===== config.mk =====
export PLATFORM = sky130hd
export DESIGN_NAME = cin_link_top
export DESIGN_NICKNAME = d
export VERILOG_FILES = /design/src/source/cin_link_pkg.sv /design/src/source/cin_link_top.sv /design/src/source/cin_biterr_counter.sv /design/src/source/cin_lane_aligner.sv /design/src/source/cin_axil_regs.sv
export VERILOG_INCLUDE_DIRS = /design/src /design/src/source
export SDC_FILE = /design/constraint.sdc
export NUM_CORES = 1
export LEC_CHECK = 0
export BUFFER_PORTS_ARGS = -buffer_cell sky130_fd_sc_hd__buf_2
export CORE_UTILIZATION = 54
export DETAILED_ROUTE_END_ITERATION = 8
export GPL_TIMING_DRIVEN = 0
export PLACE_DENSITY = 0.76
export SYNTH_ARGS = -nofsm -noshare
export SYNTH_HDL_FRONTEND = slang
export SYNTH_SLANG_ARGS = --single-unit

===== constraint.sdc =====
create_clock -name cin_clk_i -period 4.2 [get_ports cin_clk_i]
set_clock_uncertainty 0.1 [all_clocks]
set_input_delay 0.84 -clock cin_clk_i [delete_from_list [all_inputs] [get_ports cin_clk_i]]
set_output_delay 0.84 -clock cin_clk_i [all_outputs]
set_load 0.02 [all_outputs]

===== src/source/cin_link_consts.svh =====
`ifndef CIN_LINK_CONSTS_SVH
`define CIN_LINK_CONSTS_SVH

// lane geometry
`define CIN_NUM_LANES   4
// bits delivered by one lane per cin clock
`define CIN_NIBBLE_W    4
// assembled word width
`define CIN_WORD_W      32

// pattern the far end sends while the link trains
`define CIN_TRAIN_VALUE 32'hA55A6996

// register space, one window per lane
`define CIN_AXIL_ADDR_W 8
`define CIN_LANE_STRIDE 8'h10

// offsets inside one lane window
`define CIN_REG_CTRL    4'h0
`define CIN_REG_SLIP    4'h4
`define CIN_REG_CAPTURE 4'h8
`define CIN_REG_BITERR  4'hC

`endif

===== src/source/cin_link_pkg.sv =====
`include "cin_link_consts.svh"

package cin_link_pkg;

    // one lane's deserialized input, oldest bit in the msb
    typedef logic [`CIN_NIBBLE_W-1:0] lane_nibble_t;

    // one aligned word
    typedef logic [`CIN_WORD_W-1:0] lane_word_t;

    // bit offset of the word boundary, wraps at one word
    typedef logic [$clog2(`CIN_WORD_W)-1:0] slip_t;

    // error counter and its interval length in words
    typedef logic [15:0] err_count_t;
    typedef logic [15:0] interval_t;

    // axi4-lite payloads
    typedef logic [`CIN_AXIL_ADDR_W-1:0] axil_addr_t;
    typedef logic [31:0] axil_data_t;

    // response codes, the slave only ever answers okay
    typedef enum logic [1:0] {
        AXIL_OKAY   = 2'b00,
        AXIL_EXOKAY = 2'b01,
        AXIL_SLVERR = 2'b10,
        AXIL_DECERR = 2'b11
    } axil_resp_t;

endpackage


===== src/source/cin_link_top.sv =====
`timescale 1ns/1ps
`include "cin_link_consts.svh"

module cin_link_top (
    input  logic                                         cin_clk_i,
    input  logic                                         rst,
    // axi4-lite slave
    input  cin_link_pkg::axil_addr_t                     s_axil_awaddr_i,
    input  logic                                         s_axil_awvalid_i,
    output logic                                         s_axil_awready_o,
    input  cin_link_pkg::axil_data_t                     s_axil_wdata_i,
    input  logic [$bits(cin_link_pkg::axil_data_t)/8-1:0] s_axil_wstrb_i,
    input  logic                                         s_axil_wvalid_i,
    output logic                                         s_axil_wready_o,
    output cin_link_pkg::axil_resp_t                     s_axil_bresp_o,
    output logic                                         s_axil_bvalid_o,
    input  logic                                         s_axil_bready_i,
    input  cin_link_pkg::axil_addr_t                     s_axil_araddr_i,
    input  logic                                         s_axil_arvalid_i,
    output logic                                         s_axil_arready_o,
    output cin_link_pkg::axil_data_t                     s_axil_rdata_o,
    output cin_link_pkg::axil_resp_t                     s_axil_rresp_o,
    output logic                                         s_axil_rvalid_o,
    input  logic                                         s_axil_rready_i,
    // receive lanes, lane 0 in the low slice
    input  cin_link_pkg::lane_nibble_t [`CIN_NUM_LANES-1:0] cin_nibble_i,
    output cin_link_pkg::lane_word_t [`CIN_NUM_LANES-1:0]   cin_word_o,
    output logic [`CIN_NUM_LANES-1:0]                      cin_valid_o
);
    import cin_link_pkg::*;

    logic [`CIN_NUM_LANES-1:0]           lane_en;
    logic [`CIN_NUM_LANES-1:0]           slip_pulse;
    logic [`CIN_NUM_LANES-1:0]           slip_clr;
    logic [`CIN_NUM_LANES-1:0]           interval_load;
    interval_t                           interval;
    err_count_t [`CIN_NUM_LANES-1:0]     err_count;

    // register block, also captures the lane words it reports
    cin_axil_regs cin_axil_regs_inst (
        .cin_clk_i        (cin_clk_i),
        .rst              (rst),
        .s_axil_awaddr_i  (s_axil_awaddr_i),
        .s_axil_awvalid_i (s_axil_awvalid_i),
        .s_axil_awready_o (s_axil_awready_o),
        .s_axil_wdata_i   (s_axil_wdata_i),
        .s_axil_wstrb_i   (s_axil_wstrb_i),
        .s_axil_wvalid_i  (s_axil_wvalid_i),
        .s_axil_wready_o  (s_axil_wready_o),
        .s_axil_bresp_o   (s_axil_bresp_o),
        .s_axil_bvalid_o  (s_axil_bvalid_o),
        .s_axil_bready_i  (s_axil_bready_i),
        .s_axil_araddr_i  (s_axil_araddr_i),
        .s_axil_arvalid_i (s_axil_arvalid_i),
        .s_axil_arready_o (s_axil_arready_o),
        .s_axil_rdata_o   (s_axil_rdata_o),
        .s_axil_rresp_o   (s_axil_rresp_o),
        .s_axil_rvalid_o  (s_axil_rvalid_o),
        .s_axil_rready_i  (s_axil_rready_i),
        .lane_word_i      (cin_word_o),
        .lane_valid_i     (cin_valid_o),
        .err_count_i      (err_count),
        .lane_en_o        (lane_en),
        .slip_pulse_o     (slip_pulse),
        .slip_clr_o       (slip_clr),
        .interval_load_o  (interval_load),
        .interval_o       (interval)
    );

    // one aligner and one error counter per lane
    for (genvar i = 0; i < `CIN_NUM_LANES; i++) begin : gen_lane
        cin_lane_aligner cin_lane_aligner_inst (
            .cin_clk_i  (cin_clk_i),
            .rst        (rst),
            .nibble_i   (cin_nibble_i[i]),
            .en_i       (lane_en[i]),
            .slip_i     (slip_pulse[i]),
            .slip_clr_i (slip_clr[i]),
            .word_o     (cin_word_o[i]),
            .valid_o    (cin_valid_o[i])
        );

        cin_biterr_counter cin_biterr_counter_inst (
            .cin_clk_i       (cin_clk_i),
            .rst             (rst),
            .word_i          (cin_word_o[i]),
            .valid_i         (cin_valid_o[i]),
            .interval_load_i (interval_load[i]),
            .interval_i      (interval),
            .err_count_o     (err_count[i])
        );
    end

endmodule


===== src/source/cin_biterr_counter.sv =====
`timescale 1ns/1ps
`include "cin_link_consts.svh"

module cin_biterr_counter (
    input  logic                     cin_clk_i,
    input  logic                     rst,
    input  cin_link_pkg::lane_word_t word_i,
    input  logic                     valid_i,
    input  logic                     interval_load_i,
    input  cin_link_pkg::interval_t  interval_i,
    output cin_link_pkg::err_count_t err_count_o
);
    import cin_link_pkg::*;

    interval_t  interval_q;
    interval_t  remain_q;
    err_count_t run_q;
    err_count_t run_next;
    err_count_t err_q;
    logic       mismatch;

    // a whole word counts once however many bits are wrong
    assign mismatch = (word_i != `CIN_TRAIN_VALUE);
    assign run_next = run_q + err_count_t'(mismatch);

    always_ff @(posedge cin_clk_i) begin
        if (rst) begin
            interval_q <= '0;
            remain_q   <= '0;
            run_q      <= '0;
            err_q      <= '0;
        end else if (interval_load_i) begin
            // new interval restarts the window, last result stays visible
            interval_q <= interval_i;
            remain_q   <= interval_i;
            run_q      <= '0;
        end else if (valid_i && (interval_q != '0)) begin
            if (remain_q == interval_t'(1)) begin
                // end of window, latch and start over
                err_q    <= run_next;
                run_q    <= '0;
                remain_q <= interval_q;
            end else begin
                run_q    <= run_next;
                remain_q <= remain_q - 1'b1;
            end
        end
    end

    // count never exceeds the interval, so no saturation needed
    assign err_count_o = err_q;

endmodule


===== src/source/cin_lane_aligner.sv =====
`timescale 1ns/1ps
`include "cin_link_consts.svh"

module cin_lane_aligner (
    input  logic                       cin_clk_i,
    input  logic                       rst,
    input  cin_link_pkg::lane_nibble_t nibble_i,
    input  logic                       en_i,
    input  logic                       slip_i,
    input  logic                       slip_clr_i,
    output cin_link_pkg::lane_word_t   word_o,
    output logic                       valid_o
);
    import cin_link_pkg::*;

    localparam int HIST_W  = 2 * `CIN_WORD_W;
    // nibbles per word and the bits needed to count them
    localparam int PHASE_W = $clog2(`CIN_WORD_W / `CIN_NIBBLE_W);
    // bit position inside one nibble
    localparam int OFS_W   = $clog2(`CIN_NIBBLE_W);

    logic [HIST_W-1:0]        hist_q;
    logic [HIST_W-1:0]        stream;
    logic [PHASE_W:0]         nib_cnt_q;
    logic                     warm_q;
    slip_t                    slip_q;
    logic [PHASE_W+OFS_W:0]   last_bit;
    logic [PHASE_W:0]         last_nib;
    logic [OFS_W-1:0]         ofs;
    logic                     word_done;
    lane_word_t               word_q;
    logic                     valid_q;

    // history plus the nibble arriving now, newest bit at bit 0
    assign stream = {hist_q[HIST_W-`CIN_NIBBLE_W-1:0], nibble_i};

    // stream index of the first word's last bit, s + 31
    assign last_bit = ($bits(last_bit))'(slip_q) + ($bits(last_bit))'(`CIN_WORD_W - 1);
    // nibble that carries it, 7 to 15
    assign last_nib = last_bit[PHASE_W+OFS_W:OFS_W];
    // msb of a nibble is first in time, so position p sits at index 3 - p
    assign ofs      = ~last_bit[OFS_W-1:0];

    // a word ends every eighth nibble at the slipped phase,
    // but not before enough bits have come in for word 0
    assign word_done = (nib_cnt_q[PHASE_W-1:0] == last_nib[PHASE_W-1:0]) &&
                       (warm_q || (nib_cnt_q >= last_nib));

    // bit history and completed word
    always_ff @(posedge cin_clk_i) begin
        hist_q <= stream;
        // hold the finished word apart so the history keeps shifting
        if (word_done) begin
            word_q <= stream[ofs +: `CIN_WORD_W];
        end
    end

    always_ff @(posedge cin_clk_i) begin
        if (rst) begin
            nib_cnt_q <= '0;
            warm_q    <= 1'b0;
            slip_q    <= '0;
            valid_q   <= 1'b0;
        end else begin
            nib_cnt_q <= nib_cnt_q + 1'b1;
            // past nibble 15 every phase match is a full word
            if (&nib_cnt_q) begin
                warm_q <= 1'b1;
            end
            if (slip_clr_i) begin
                slip_q <= '0;
            end else if (slip_i) begin
                slip_q <= slip_q + 1'b1;
            end
            // disabled lanes still assemble, they just stay quiet
            valid_q <= word_done && en_i;
        end
    end

    assign word_o  = word_q;
    assign valid_o = valid_q;

endmodule


===== src/source/cin_axil_regs.sv =====
`timescale 1ns/1ps
`include "cin_link_consts.svh"

module cin_axil_regs (
    input  logic                                         cin_clk_i,
    input  logic                                         rst,
    // write address and data
    input  cin_link_pkg::axil_addr_t                     s_axil_awaddr_i,
    input  logic                                         s_axil_awvalid_i,
    output logic                                         s_axil_awready_o,
    input  cin_link_pkg::axil_data_t                     s_axil_wdata_i,
    input  logic [$bits(cin_link_pkg::axil_data_t)/8-1:0] s_axil_wstrb_i,
    input  logic                                         s_axil_wvalid_i,
    output logic                                         s_axil_wready_o,
    // write response
    output cin_link_pkg::axil_resp_t                     s_axil_bresp_o,
    output logic                                         s_axil_bvalid_o,
    input  logic                                         s_axil_bready_i,
    // read address and data
    input  cin_link_pkg::axil_addr_t                     s_axil_araddr_i,
    input  logic                                         s_axil_arvalid_i,
    output logic                                         s_axil_arready_o,
    output cin_link_pkg::axil_data_t                     s_axil_rdata_o,
    output cin_link_pkg::axil_resp_t                     s_axil_rresp_o,
    output logic                                         s_axil_rvalid_o,
    input  logic                                         s_axil_rready_i,
    // lane status
    input  cin_link_pkg::lane_word_t [`CIN_NUM_LANES-1:0] lane_word_i,
    input  logic [`CIN_NUM_LANES-1:0]                    lane_valid_i,
    input  cin_link_pkg::err_count_t [`CIN_NUM_LANES-1:0] err_count_i,
    // lane control
    output logic [`CIN_NUM_LANES-1:0]                    lane_en_o,
    output logic [`CIN_NUM_LANES-1:0]                    slip_pulse_o,
    output logic [`CIN_NUM_LANES-1:0]                    slip_clr_o,
    output logic [`CIN_NUM_LANES-1:0]                    interval_load_o,
    output cin_link_pkg::interval_t                      interval_o
);
    import cin_link_pkg::*;

    // address splits into lane index above and register offset below
    localparam int LANE_LSB = $clog2(`CIN_LANE_STRIDE);
    localparam int LANE_W   = `CIN_AXIL_ADDR_W - LANE_LSB;

    logic                        wr_hs;
    logic                        rd_hs;
    logic                        bvalid_q;
    logic                        rvalid_q;
    axil_data_t                  rdata_q;
    axil_data_t                  rd_data;
    logic [LANE_W-1:0]           wr_lane;
    logic [LANE_W-1:0]           rd_lane;
    logic [LANE_LSB-1:0]         wr_off;
    logic [LANE_LSB-1:0]         rd_off;
    logic [`CIN_NUM_LANES-1:0]   wr_sel;
    logic [`CIN_NUM_LANES-1:0]   en_q;
    slip_t                       slip_cnt_q [`CIN_NUM_LANES];
    lane_word_t                  last_word_q [`CIN_NUM_LANES];

    // write accepted when address and data meet and no response is pending
    assign s_axil_awready_o = s_axil_awvalid_i && s_axil_wvalid_i && !bvalid_q;
    assign s_axil_wready_o  = s_axil_awready_o;
    assign wr_hs            = s_axil_awready_o;
    // one read in flight at a time
    assign s_axil_arready_o = s_axil_arvalid_i && !rvalid_q;
    assign rd_hs            = s_axil_arready_o;

    assign wr_lane = s_axil_awaddr_i[`CIN_AXIL_ADDR_W-1:LANE_LSB];
    assign wr_off  = s_axil_awaddr_i[LANE_LSB-1:0];
    assign rd_lane = s_axil_araddr_i[`CIN_AXIL_ADDR_W-1:LANE_LSB];
    assign rd_off  = s_axil_araddr_i[LANE_LSB-1:0];

    // lane windows past the last lane decode to nothing
    always_comb begin
        for (int l = 0; l < `CIN_NUM_LANES; l++) begin
            wr_sel[l] = wr_hs && (wr_lane == LANE_W'(l));
        end
    end

    // read mux, unmapped offsets and lanes read zero
    always_comb begin
        rd_data = '0;
        for (int l = 0; l < `CIN_NUM_LANES; l++) begin
            if (rd_lane == LANE_W'(l)) begin
                case (rd_off)
                    `CIN_REG_CTRL: begin
                        rd_data[0]                = en_q[l];
                        rd_data[8 +: $bits(slip_t)] = slip_cnt_q[l];
                    end
                    // a word finishing in the accept cycle counts as latest
                    `CIN_REG_CAPTURE: rd_data = lane_valid_i[l] ? lane_word_i[l]
                                                                : last_word_q[l];
                    `CIN_REG_BITERR:  rd_data = axil_data_t'(err_count_i[l]);
                    default:          rd_data = '0;
                endcase
            end
        end
    end

    // handshakes, enables, strobes and the mirrored slip counts
    always_ff @(posedge cin_clk_i) begin
        if (rst) begin
            bvalid_q        <= 1'b0;
            rvalid_q        <= 1'b0;
            en_q            <= '0;
            slip_pulse_o    <= '0;
            slip_clr_o      <= '0;
            interval_load_o <= '0;
            for (int l = 0; l < `CIN_NUM_LANES; l++) begin
                slip_cnt_q[l] <= '0;
            end
        end else begin
            // responses hold until the host takes them
            if (wr_hs) begin
                bvalid_q <= 1'b1;
            end else if (s_axil_bready_i) begin
                bvalid_q <= 1'b0;
            end
            if (rd_hs) begin
                rvalid_q <= 1'b1;
            end else if (s_axil_rready_i) begin
                rvalid_q <= 1'b0;
            end
            for (int l = 0; l < `CIN_NUM_LANES; l++) begin
                // any write to slip moves the boundary by one bit
                slip_pulse_o[l]    <= wr_sel[l] && (wr_off == `CIN_REG_SLIP);
                slip_clr_o[l]      <= wr_sel[l] && (wr_off == `CIN_REG_CTRL) &&
                                      s_axil_wstrb_i[0] && s_axil_wdata_i[1];
                interval_load_o[l] <= wr_sel[l] && (wr_off == `CIN_REG_BITERR) &&
                                      (&s_axil_wstrb_i[1:0]);
                if (wr_sel[l] && (wr_off == `CIN_REG_CTRL) && s_axil_wstrb_i[0]) begin
                    en_q[l] <= s_axil_wdata_i[0];
                end
                // follow the aligner pointer off the same strobes
                if (slip_clr_o[l]) begin
                    slip_cnt_q[l] <= '0;
                end else if (slip_pulse_o[l]) begin
                    slip_cnt_q[l] <= slip_cnt_q[l] + 1'b1;
                end
            end
        end
    end

    // captured words, read data and the shared interval value
    always_ff @(posedge cin_clk_i) begin
        for (int l = 0; l < `CIN_NUM_LANES; l++) begin
            if (lane_valid_i[l]) begin
                last_word_q[l] <= lane_word_i[l];
            end
        end
        if (rd_hs) begin
            rdata_q <= rd_data;
        end
        // only the lane that sees interval_load picks this up
        if (wr_hs && (wr_off == `CIN_REG_BITERR)) begin
            interval_o <= s_axil_wdata_i[$bits(interval_t)-1:0];
        end
    end

    assign lane_en_o       = en_q;
    assign s_axil_bvalid_o = bvalid_q;
    assign s_axil_bresp_o  = AXIL_OKAY;
    assign s_axil_rvalid_o = rvalid_q;
    assign s_axil_rdata_o  = rdata_q;
    assign s_axil_rresp_o  = AXIL_OKAY;

endmodule


After elaboration in Yosys (flattened, before gate mapping). Memory sizes are Yosys's and may differ from the RTL's. Index checks and enable logic that the tools add are counted.

Add/subtract/negate cells: 24. Magnitude comparators: 4. Equal/unequal tests: 22. Shifts and indexed selects: 4. Muxes and demuxes: 90. Bitwise logic cells: 16. Reduce and logical (&&, ||, !) cells: 81.

Operator list (count): 2-to-1 mux 16 bit (16); 2-to-1 mux 32 bit (8); variable part select 64 x 3 -> 32 bit (4); one-hot mux 19 bit (3 select lines) (3); != test 32 bit, second input constant (4); adder 16 x 1 -> 16 bit (4); == test 16 x 1 -> 1 bit, second input constant (4); nonzero test 16 bit (4); subtractor 16 x 1 -> 16 bit, second input constant (4); one-hot mux 7 bit (3 select lines) (3); one-hot mux 5 bit (3 select lines) (4); logical AND 1 bit (44); 2-to-1 mux 1 bit (42); adder 5 x 1 -> 5 bit, second input constant (8); 2-to-1 mux 5 bit (8); one-hot mux 19 bit (2 select lines) (1); adder 5 x 5 -> 6 bit, second input constant (4); adder 4 x 1 -> 4 bit, second input constant (4); == test 4 x 2 -> 1 bit, second input constant (4); greater-or-equal comparator 4 bit (4); logical NOT 4 bit (4); AND reduction 4 bit (4); OR reduction 2 bit (8); one-hot mux 7 bit (2 select lines) (1); other kinds (13) (47).

Register bits: 734. RAM bits: 148. Bits of input ports: 75. Output and inout bits: 173. Word-level logic and storage cells: 294. Memories kept: 2.

Memory list: cin_axil_regs_inst.last_word_q (depth 4, width 32, rd ports 4, clocked after Yosys merged registers in 0, wr ports 4, RTL line cin_axil_regs.sv:57) `` lane_word_t last_word_q [`CIN_NUM_LANES]; ``; cin_axil_regs_inst.slip_cnt_q (depth 4, width 5, rd ports 4, clocked after Yosys merged registers in 0, wr ports 4, RTL line cin_axil_regs.sv:56) `` slip_t slip_cnt_q [`CIN_NUM_LANES]; ``.

Logic depth before layout (Yosys ltp). Gate-level depths: netlist of run 1. An unclocked memory read counts as a cell.

Depth after elaboration: 10. Mapped depth: 11.

Modules after synthesis. Synthesis of run 1 repeated with hierarchy kept, for this count alone.

Cells, all modules: 3044. Area total of the unflattened synthesis: 35028.6 µm².

Modules (own cells, without submodules): cin_lane_aligner (times used 4, cells an instance 165, area each 3004.1 µm², seq. area each 1801.7 µm²); cin_biterr_counter (gen_lane[0].cin_biterr_counter_inst ...) (times used 3, cells an instance 409, area each 3443.3 µm², seq. area each 1281.2 µm²); cin_axil_regs (times used 1, cells an instance 749, area each 9230.1 µm², seq. area each 4964.8 µm²); cin_biterr_counter (gen_lane[3].cin_biterr_counter_inst) (times used 1, cells an instance 408, area each 3452.1 µm², seq. area each 1281.2 µm²).

Least setup slack after synthesis of run 1. Ideal clock, no wire load.

Path kind: reg2reg. Start point: register gen_lane[3].cin_lane_aligner_inst.slip_q[0]. End point: register gen_lane[3].cin_lane_aligner_inst.word_q[0], enable pin. Setup time: 0.433 ns. Arrival: 4.012 ns. Data required time: 3.667 ns. Slack: -0.345 ns. Stages on the path, launching flop included: 11. Buffers on the path: 3. Clock period less this slack: 4.545 ns. Cells stage by stage: dfxtp_1 clkbuf_1 buf_1 clkbuf_1 inv_1 ha_1 nand2_1 xor2_1 ha_1 o21ai_0 a21oi_1.

Cells in the longest elaborated chain, start to end: 4.

Ends and longest elaborated chain: start, declared (RTL line cin_lane_aligner.sv:26) `slip_t slip_q;`; start signal, assigned (RTL line cin_lane_aligner.sv:73) `slip_q <= slip_q + 1'b1;`; adder 5 x 5 -> 6 bit * (RTL line cin_lane_aligner.sv:38) `` assign last_bit = ($bits(last_bit))'(slip_q) + ($bits(last_bit))'(`CIN_WORD_W - 1); ``; greater-or-equal comparator 4 bit (RTL line cin_lane_aligner.sv:47) `(warm_q || (nib_cnt_q >= last_nib));`; logical OR 1 bit (RTL line cin_lane_aligner.sv:47); logical AND 1 bit * (RTL line cin_lane_aligner.sv:46) `assign word_done = (nib_cnt_q[PHASE_W-1:0] == last_nib[PHASE_W-1:0]) &&`; via gen_lane[3].cin_lane_aligner_inst.word_done (RTL line cin_lane_aligner.sv:30) `logic word_done;`; end signal, assigned (RTL line cin_lane_aligner.sv:54) `` word_q <= stream[ofs +: `CIN_WORD_W]; ``; end, declared (RTL line cin_lane_aligner.sv:31) `lane_word_t word_q;`.

The timed path passes the listed nets; every way through them passes the cells marked *. A chain may end at the register's enable or synchronous reset.

Worst setup path in the final report of run 1.
Start point: register gen_lane[1].cin_lane_aligner_inst.slip_q[0]. End point: register gen_lane[1].cin_lane_aligner_inst.word_q[2] (data pin).

Cells in the longest elaborated chain, start to end: 3.

Ends and longest elaborated chain: start, declared (RTL line cin_lane_aligner.sv:26); start signal, assigned (RTL line cin_lane_aligner.sv:73); adder 5 x 5 -> 6 bit (RTL line cin_lane_aligner.sv:38); via gen_lane[1].cin_lane_aligner_inst.last_bit[0] (RTL line cin_lane_aligner.sv:27) `logic [PHASE_W+OFS_W:0] last_bit;`; inverter 2 bit (RTL line cin_lane_aligner.sv:42) `assign ofs = ~last_bit[OFS_W-1:0];`; variable part select 64 x 3 -> 32 bit (RTL line cin_lane_aligner.sv:54); end signal, assigned (RTL line cin_lane_aligner.sv:54); end, declared (RTL line cin_lane_aligner.sv:31).

The timed path passes the listed nets, and every way through them passes these cells.

==> flow_metrics.py, run 1 <==
metrics = {
    "worst_setup_path": {
        "crit_chain": "clkbuf_2, clkbuf_2, clkbuf_2, inv_1, ha_1, clkbuf_1, buf_2, clkbuf_1, mux4_2",
        "critical_path_class": "register to register",
        "worstPathMaxFanout": 10,
        "crit_required_ns": 4.46,
        "crit_buf_inv": 7,
        "cp-end-kind": "register",
        "crit_top_cell": "clkbuf_2",
        "startpoint_type": "register",
        "worst_ep_arrival_time_ns": 4.23,
        "cp_slowest_cell": "clkbuf_1",
        "critPathTopFamily": "buffers and inverters",
        "ff2ff_setup_slack_ns": 0.24,
        "slowest_delay_ns": 0.57,
    },
    "job": {
        "drv_cap": 0,
    },
    "floorplanning": {
        "die_area_um2": 62800,
        "dieWidth_um": 251,
        "die_h_um": 251,
        "fp-row-count": 90,
        "initial_core_util": 0.550,
        "core_area_um2": 60700,
        "pin_count": 248,
    },
    "timing": {
        "finalSetupTns_ns": 0,
        "min_period_ns": 3.96,
        "relSlewSlack": 0.243,
        "max_freq_mhz": 252,
        "rsz0062_at_grt": "false",
        "hold_violations": 0,
        "period_share": 0.944,
        "setup_viol": 0,
        "worst_slew_pin_slew_ns": 1.13,
        "hold_ws_ns": 0.227,
        "slew_viol_final": 0,
        "timing.final.ws_setup_ns": 0.235,
    },
    "global_routing": {
        "gr-max-usage-layer": "met2",
        "grt.overflow.total": 0,
        "antenna_found_initial": 1,
        "use_met2": 0.499,
        "grt_pass1_wl_um": 152000,
        "grt_pass1_vias": 24900,
        "grt_use_met1": 0.433,
        "grt_max_degree": 34,
        "track_usage": 0.319,
        "use_met3": 0.0760,
    },
    "synthesis": {
        "synth_area_leaders": "dfxtp_1 34%, edfxtp_1 18%, mux4_2 8.6%, mux2_2 4.5%, nor2_1 3.6%",
        "synth_largest_area_cell": "dfxtp_1",
        "ys_seq_elements": 766,
        "synth_cell_types": 77,
        "async_flop_share": 0,
        "synth_top_area_frac": 0.342,
        "yosysWarnings": 0,
        "netlist_area_um2": 33400,
        "synth_cells": 2978,
        "synth-edff-count": 196,
        "synthFlopType": "dfxtp_1",
        "avgSynthCellArea_um2": 11.2,
        "synth_seq_area_share": 0.518,
    },
    "power": {
        "power_w": 0.0154,
        "vdd_ir_drop_max_v": 0.000272,
        "cellPowerDensity_nw_per_um2": 402,
        "leakage_nw": 13.9,
    },
    "clock_network": {
        "cts_tree": "yes",
        "insertion_delay_ns": 0.64,
        "clkTransAtPathRegs_ns": 0.06,
        "cts_sinks": 766,
        "clock_path_buffers": 3,
        "postCtsHoldBufs": 0,
        "cts.root.buffer_cell": "clkbuf_16",
        "cts_buffers": 78,
        "htreeDepth": 3,
    },
    "cells_and_area": {
        "final_common_cell": "dfxtp_1",
        "mostFrequentLayoutCells": "570 x dfxtp_1, 321 x nor2_1, 245 x buf_2, 196 x edfxtp_1, 194 x nand2_1",
        "nets": 3417,
        "final_layout_size_suffix_gt1_frac": 0.214,
        "fin_area_um2": 38400,
        "area_growth_pct": 15.0,
    },
    "drt": {
        "drcViolationCount": 0,
        "drt-initial-drc-count": 2636,
        "dr.pass1.iters": 6,
        "vias": 26200,
        "finalWirelength_um": 102000,
        "wl_per_cell_um": 24.6,
        "vias_per_cell": 6.33,
        "antenna_left": 0,
    },
    "place": {
        "place_area_um2": 35600,
        "place_congestion": 0.985,
        "port_buffers": 224,
        "hpwl_um": 76200,
        "pre_cts_slack_ns": -0.657,
    },
    "worst_hold_path": {
        "hp-class": "input port to register",
    },
    "outcome": {
        "outcome": "finished, final reports clean",
    },
}
timing repair:
action                     CTS  global route
gates cloned                 0             0
resized for setup           10            10
setup endpoints to repair  127            57
buffers inserted             0             0
hold endpoints to repair     0             0
power by group:
group	switching (W)	internal (W)
logic	0.000239	0.000160
clock network	0.00303	0.00424
registers	0.000108	0.00766
total	0.00338	0.0121
logic make-up after synthesis:
group,synth area share
muxes,0.148
adders and majority gates,0.0195
AOI/OAI and AO/OA,0.122
other,0.000112
buffers and inverters,0.0301
DFF,0.518
xor gates and xnor gates,0.0310
and+or+nand+nor,0.131
metal layers:
layer	wire length, um	vias up	share of wire
met1	41400	12800	0.41
met4	3180	2	0.031
met2	46300	1432	0.46
met3	10600	218	0.10
met5	109	-	0.0011
li1	-	11700	-
Yosys cell counts (7+ instances only):
master and instances:
o2bb2ai_1 17, or4_1 23, and2_1 7, nor3_1 46, edfxtp_1 196, nor2b_1 9
nand2b_1 24, nor4_1 24, a221oi_1 17, a22oi_1 66, o211ai_1 12, mux4_2 128
o21ai_0 84, ha_1 52, mux2_2 132, buf_2 17, inv_1 43, dfxtp_1 570
and3_1 24, a211oi_1 54, buf_4 15, o22ai_1 25, buf_1 37, a21o_1 8
and4_1 8, a21oi_1 188, nor4bb_1 24, nor2_1 322, a211oi_2 10, nand2_1 194
o31ai_1 9, nand3b_1 29, nor3b_1 13, mux2i_1 56, xor2_1 56, xnor2_1 62
a211o_1 18, a22o_1 33, or3_1 14, nand4_1 29, clkbuf_1 120, nand3_1 62
a31oi_1 15
layout make-up:
type | instances | area [um^2]
fillers | 4737 | 22300
flip-flops and latches | 766 | 17300
multi-input cells | 1978 | 15200
clock buffers | 108 | 2300
repair buffers | 229 | 1220
well taps | 782 | 978
plain buffers | 194 | 863
clock inverters | 36 | 400
inverters | 43 | 161
diodes | 3 | 7.51
per-stage QoR:
| step | utilization | cells |
|---|---|---|
| 2_1_floorplan | - | 2981 |
| 3_3_place_gp | 0.585 | 3987 |
| 3_5_place_dp | 0.587 | 3992 |
| 4_1_cts | 0.632 | 4136 |
| 5_1_grt | 0.632 | 4136 |
| 6_report | 0.632 | 4139 |
state kept, by name, summed over array words and instances, names as in the netlist, 16 cells and up:
register                                      cells
gen_lane.cin_lane_aligner_inst.word_o           128
gen_lane.cin_biterr_counter_inst.interval_q      64
cin_axil_regs_inst.s_axil_rdata_o                32
gen_lane.cin_biterr_counter_inst.err_count_o     64
gen_lane.cin_lane_aligner_inst.hist_q           124
cin_axil_regs_inst.interval_o                    16
gen_lane.cin_biterr_counter_inst.remain_q        64
gen_lane.cin_lane_aligner_inst.nib_cnt_q         16
gen_lane.cin_lane_aligner_inst.slip_q            20
gen_lane.cin_biterr_counter_inst.run_q           64
cin_axil_regs_inst.last_word_q                  128
cin_axil_regs_inst.slip_cnt_q                    20
path summary, 6_finish.rpt:
| path | from | endpoint | depth (start not counted) |
|---|---|---|---|
| worst max register to register | gen_lane[1].cin_lane_aligner_inst.slip_q[0] | gen_lane[1].cin_lane_aligner_inst.word_o[2] | 9 |
| worst min register to register | gen_lane[1].cin_lane_aligner_inst.hist_q[7] | gen_lane[1].cin_lane_aligner_inst.hist_q[11] | 0 |
| worst min-delay path | cin_nibble_i[4] | gen_lane[1].cin_lane_aligner_inst.hist_q[0] | 1 |
| worst max-delay path | gen_lane[1].cin_lane_aligner_inst.slip_q[0] | gen_lane[1].cin_lane_aligner_inst.word_o[2] | 9 |
Note: power is estimated with default switching activity, not from simulation.
==> run 2, diff against run 1 <==
--- a/config.mk
+++ b/config.mk
@@ -6,11 +6,12 @@
 export SDC_FILE = /design/constraint.sdc
 export NUM_CORES = 1
 export LEC_CHECK = 0
+export ABC_AREA = 1
 export BUFFER_PORTS_ARGS = -buffer_cell sky130_fd_sc_hd__buf_2
-export CORE_UTILIZATION = 54
+export CORE_UTILIZATION = 55
 export DETAILED_ROUTE_END_ITERATION = 8
 export GPL_TIMING_DRIVEN = 0
-export PLACE_DENSITY = 0.76
+export PLACE_DENSITY = 0.77
 export SYNTH_ARGS = -nofsm -noshare
 export SYNTH_HDL_FRONTEND = slang
 export SYNTH_SLANG_ARGS = --single-unit
==> run 2 against run 1 <==
  * First-iteration DRC count up 24%
  * Via count grew 18%
  * Final area rose by 4.1%
  * Critical path type unchanged
  * Hold slack worse by 0.0063 ns
  * Setup slack improved by 0.82 ns
  * Die area up 2.5%
  * Critical path depth is 1 lower
  * Core utilization increased by 1.1 points
==> flow_metrics.py, run 2 <==
metrics = {
    "worst_setup_path": {
        "crit_required_ns": 4.45,
        "ff2ff_setup_slack_ns": 1.06,
        "startpoint_type": "register",
        "reg2reg_from": "gen_lane[3].cin_lane_aligner_inst.slip_q[0]",
        "worstPathMaxFanout": 10,
        "cp_slowest_cell": "clkinv_1",
        "crit_chain": "buf_2, clkinv_1, ha_1, clkbuf_1, clkinv_1, clkbuf_1, nand2_1, o21ai_0",
        "rr_worst_depth": 8,
        "crit_start": "gen_lane[3].cin_lane_aligner_inst.slip_q[0]",
        "critical_path_class": "register to register",
        "cp-end-kind": "register",
        "slowest_delay_ns": 0.41,
        "setup.worst_path.end": "gen_lane[3].cin_lane_aligner_inst.word_o[25]",
        "reg2reg_to": "gen_lane[3].cin_lane_aligner_inst.word_o[25]",
        "worst_ep_arrival_time_ns": 3.40,
    },
    "clock_network": {
        "cts_tree": "yes",
        "cts-resized-gates": 0,
        "cts_sinks": 766,
        "clock_path_buffers": 3,
        "cts_buffers": 80,
        "insertion_delay_ns": 0.64,
        "postCtsSetupBuffers": 0,
        "cts.root.buffer_cell": "clkbuf_16",
        "postCtsHoldBufs": 0,
        "clkTransAtPathRegs_ns": 0.06,
        "htreeDepth": 3,
    },
    "place": {
        "place_inst": 5390,
        "port_buffers": 224,
        "hpwl_um": 80600,
        "place_area_um2": 37200,
        "place_congestion": 1.01,
    },
    "timing": {
        "period_share": 0.749,
        "relSlewSlack": 0.161,
        "slew_viol_final": 0,
        "worst_slew_pin_slew_ns": 1.26,
        "setup_viol": 0,
        "min_period_ns": 3.14,
        "rsz0062_at_grt": "false",
        "hold_violations": 0,
        "max_freq_mhz": 318,
    },
    "synthesis": {
        "synth_largest_area_cell": "dfxtp_1",
        "synth_seq_area_share": 0.496,
        "ys_top_cells_by_count": "1037 x nand2_1, 570 x dfxtp_1, 476 x nor2_1, 405 x inv_1, 301 x nand3_1",
        "netlist_area_um2": 34900,
        "synth_area_leaders": "dfxtp_1 33%, edfxtp_1 17%, nand2_1 11%, nor2_1 5.1%, inv_1 4.4%",
        "synth.area.mux_share": 0.0482,
        "synth_compound_area_frac": 0.0935,
        "synthMostInstantiatedCell": "nand2_1",
        "ys_seq_elements": 766,
        "async_flop_share": 0,
        "yosys.area_share.simple": 0.252,
        "synth_fa_ha_area_frac": 0.0187,
        "synth-edff-count": 196,
        "yosysWarnings": 0,
        "synth_cell_types": 48,
        "synthFlopType": "dfxtp_1",
        "synth_cells": 4320,
        "synth_top_area_frac": 0.327,
        "avgSynthCellArea_um2": 8.07,
        "yosys.area_share.xor_xnor": 0.0209,
        "synth_top_family_by_area": "simple AND/OR/NAND/NOR gates",
    },
    "drt": {
        "antenna_left": 0,
        "dr.pass1.iters": 6,
        "drt-initial-drc-count": 3267,
        "drcViolationCount": 0,
        "vias": 30800,
        "wl_per_cell_um": 19.3,
        "finalWirelength_um": 107000,
        "vias_per_cell": 5.56,
    },
    "floorplanning": {
        "dieWidth_um": 254,
        "pin_count": 248,
        "core_area_um2": 62200,
        "die_h_um": 254,
        "initial_core_util": 0.561,
        "fp-row-count": 91,
        "die_area_um2": 64400,
    },
    "power": {
        "vdd_ir_drop_max_v": 0.000330,
        "leakage_nw": 17.3,
        "cellPowerDensity_nw_per_um2": 395,
    },
    "job": {
        "drv_cap": 0,
    },
    "cells_and_area": {
        "fin_area_um2": 40000,
        "area_growth_pct": 14.7,
        "final_layout_size_suffix_gt1_frac": 0.124,
        "final_cells": 5540,
        "nets": 4762,
        "mostFrequentLayoutCells": "1037 x nand2_1, 570 x dfxtp_1, 475 x nor2_1, 405 x inv_1, 305 x buf_2",
        "final_common_cell": "nand2_1",
    },
    "global_routing": {
        "track_usage": 0.330,
        "grt_max_degree": 33,
        "antenna_found_initial": 5,
        "grt_pass1_vias": 29100,
        "grt_pass1_wl_um": 163000,
        "grt.overflow.total": 0,
    },
    "worst_hold_path": {
        "hp-class": "input port to register",
    },
    "outcome": {
        "outcome": "finished, final reports clean",
    },
}
[run 2: cell count changes in the layout (fill, tap and decap cells not counted), sizes merged, moves of 86 or more]
cell	change
nand2	+854
inv	+373
nand3	+246
nor2	+203
o21ai	+192
mux4	-128
mux2	-109
mux2i	+86
[run 2: cell type report]
class	count	area [um^2]
Clock buffer	107	2310
Antenna cell	1	2.50
Clock inverter	42	458
Multi-Input combinational cell	2954	15200
Timing Repair Buffer	230	1230
Fill cell	5317	22200
Buffer	189	911
Sequential cell	766	17300
Tap cell	837	1050
Inverter	414	1550
[run 2: where the power goes]
part	switching [W]	total [W]	internal (W)	leakage [nW]
Combinational	0.000385	0.000547	0.000161	9.42
Sequential	0.0000968	0.00783	0.00773	6.49
Clock	0.00308	0.00741	0.00433	1.37
[run 2: critical path, delay by kind of cell, from the launching register on]
family,cells,cell delay (ns)
AND/OR/NAND/NOR,1,0.14
buffers and inverters,5,1.76
flip-flops,1,0.33
AO/OA/AOI/OAI,1,0.13
adder cells (fa/ha/maj),1,0.40
[run 2: cell families after synthesis]
logic type	after synthesis
adder cells (fa/ha/maj)	52
other	1
buffers and inverters	603
XOR/XNOR	83
multiplexers	165
AND/OR/NAND/NOR	2038
AO/OA/AOI/OAI	612
flip-flops	766
[run 2: stage by stage]
| step | hold slack (ns) | power [W] | utilization | setup slack, ns | setup TNS (ns) |
|---|---|---|---|---|---|
| 3_5_place_dp | 0.257 | 0.00852 | 0.598 | 1.16 | 0 |
| 6_report | 0.221 | 0.0158 | 0.643 | 1.06 | 0 |
| 5_1_grt | 0.220 | 0.0162 | 0.643 | 0.838 | 0 |
| 2_1_floorplan | 0.243 | 0.00827 | - | 0.532 | 0 |
| 4_1_cts | 0.205 | 0.0158 | 0.643 | 1.09 | 0 |
| 3_3_place_gp | 0.254 | 0.00850 | 0.596 | -0.615 | -52.53 |
[run 2: worst min path at each step]
stage	cells past startpoint	slack (ns)	to	from
detailed placement	0	0.26	gen_lane[0].cin_lane_aligner_inst.hist_q[25]	gen_lane[0].cin_lane_aligner_inst.hist_q[21]
global placement	0	0.25	gen_lane[3].cin_lane_aligner_inst.hist_q[27]	gen_lane[3].cin_lane_aligner_inst.hist_q[23]
finish	1	0.22	gen_lane[3].cin_lane_aligner_inst.hist_q[0]	cin_nibble_i[12]
global route	1	0.22	gen_lane[3].cin_lane_aligner_inst.hist_q[0]	cin_nibble_i[12]
floorplan	0	0.24	gen_lane[1].cin_lane_aligner_inst.hist_q[24]	gen_lane[1].cin_lane_aligner_inst.hist_q[20]
CTS	1	0.21	gen_lane[3].cin_lane_aligner_inst.hist_q[0]	cin_nibble_i[12]
[run 2: layer usage]
layer | GRT usage | share of wire | vias up
met5 | 0 | 0.00036 | -
met4 | 0.165 | 0.052 | 6
met3 | 0.0560 | 0.083 | 304
met2 | 0.533 | 0.46 | 1328
met1 | 0.427 | 0.41 | 14400
li1 | - | - | 14800
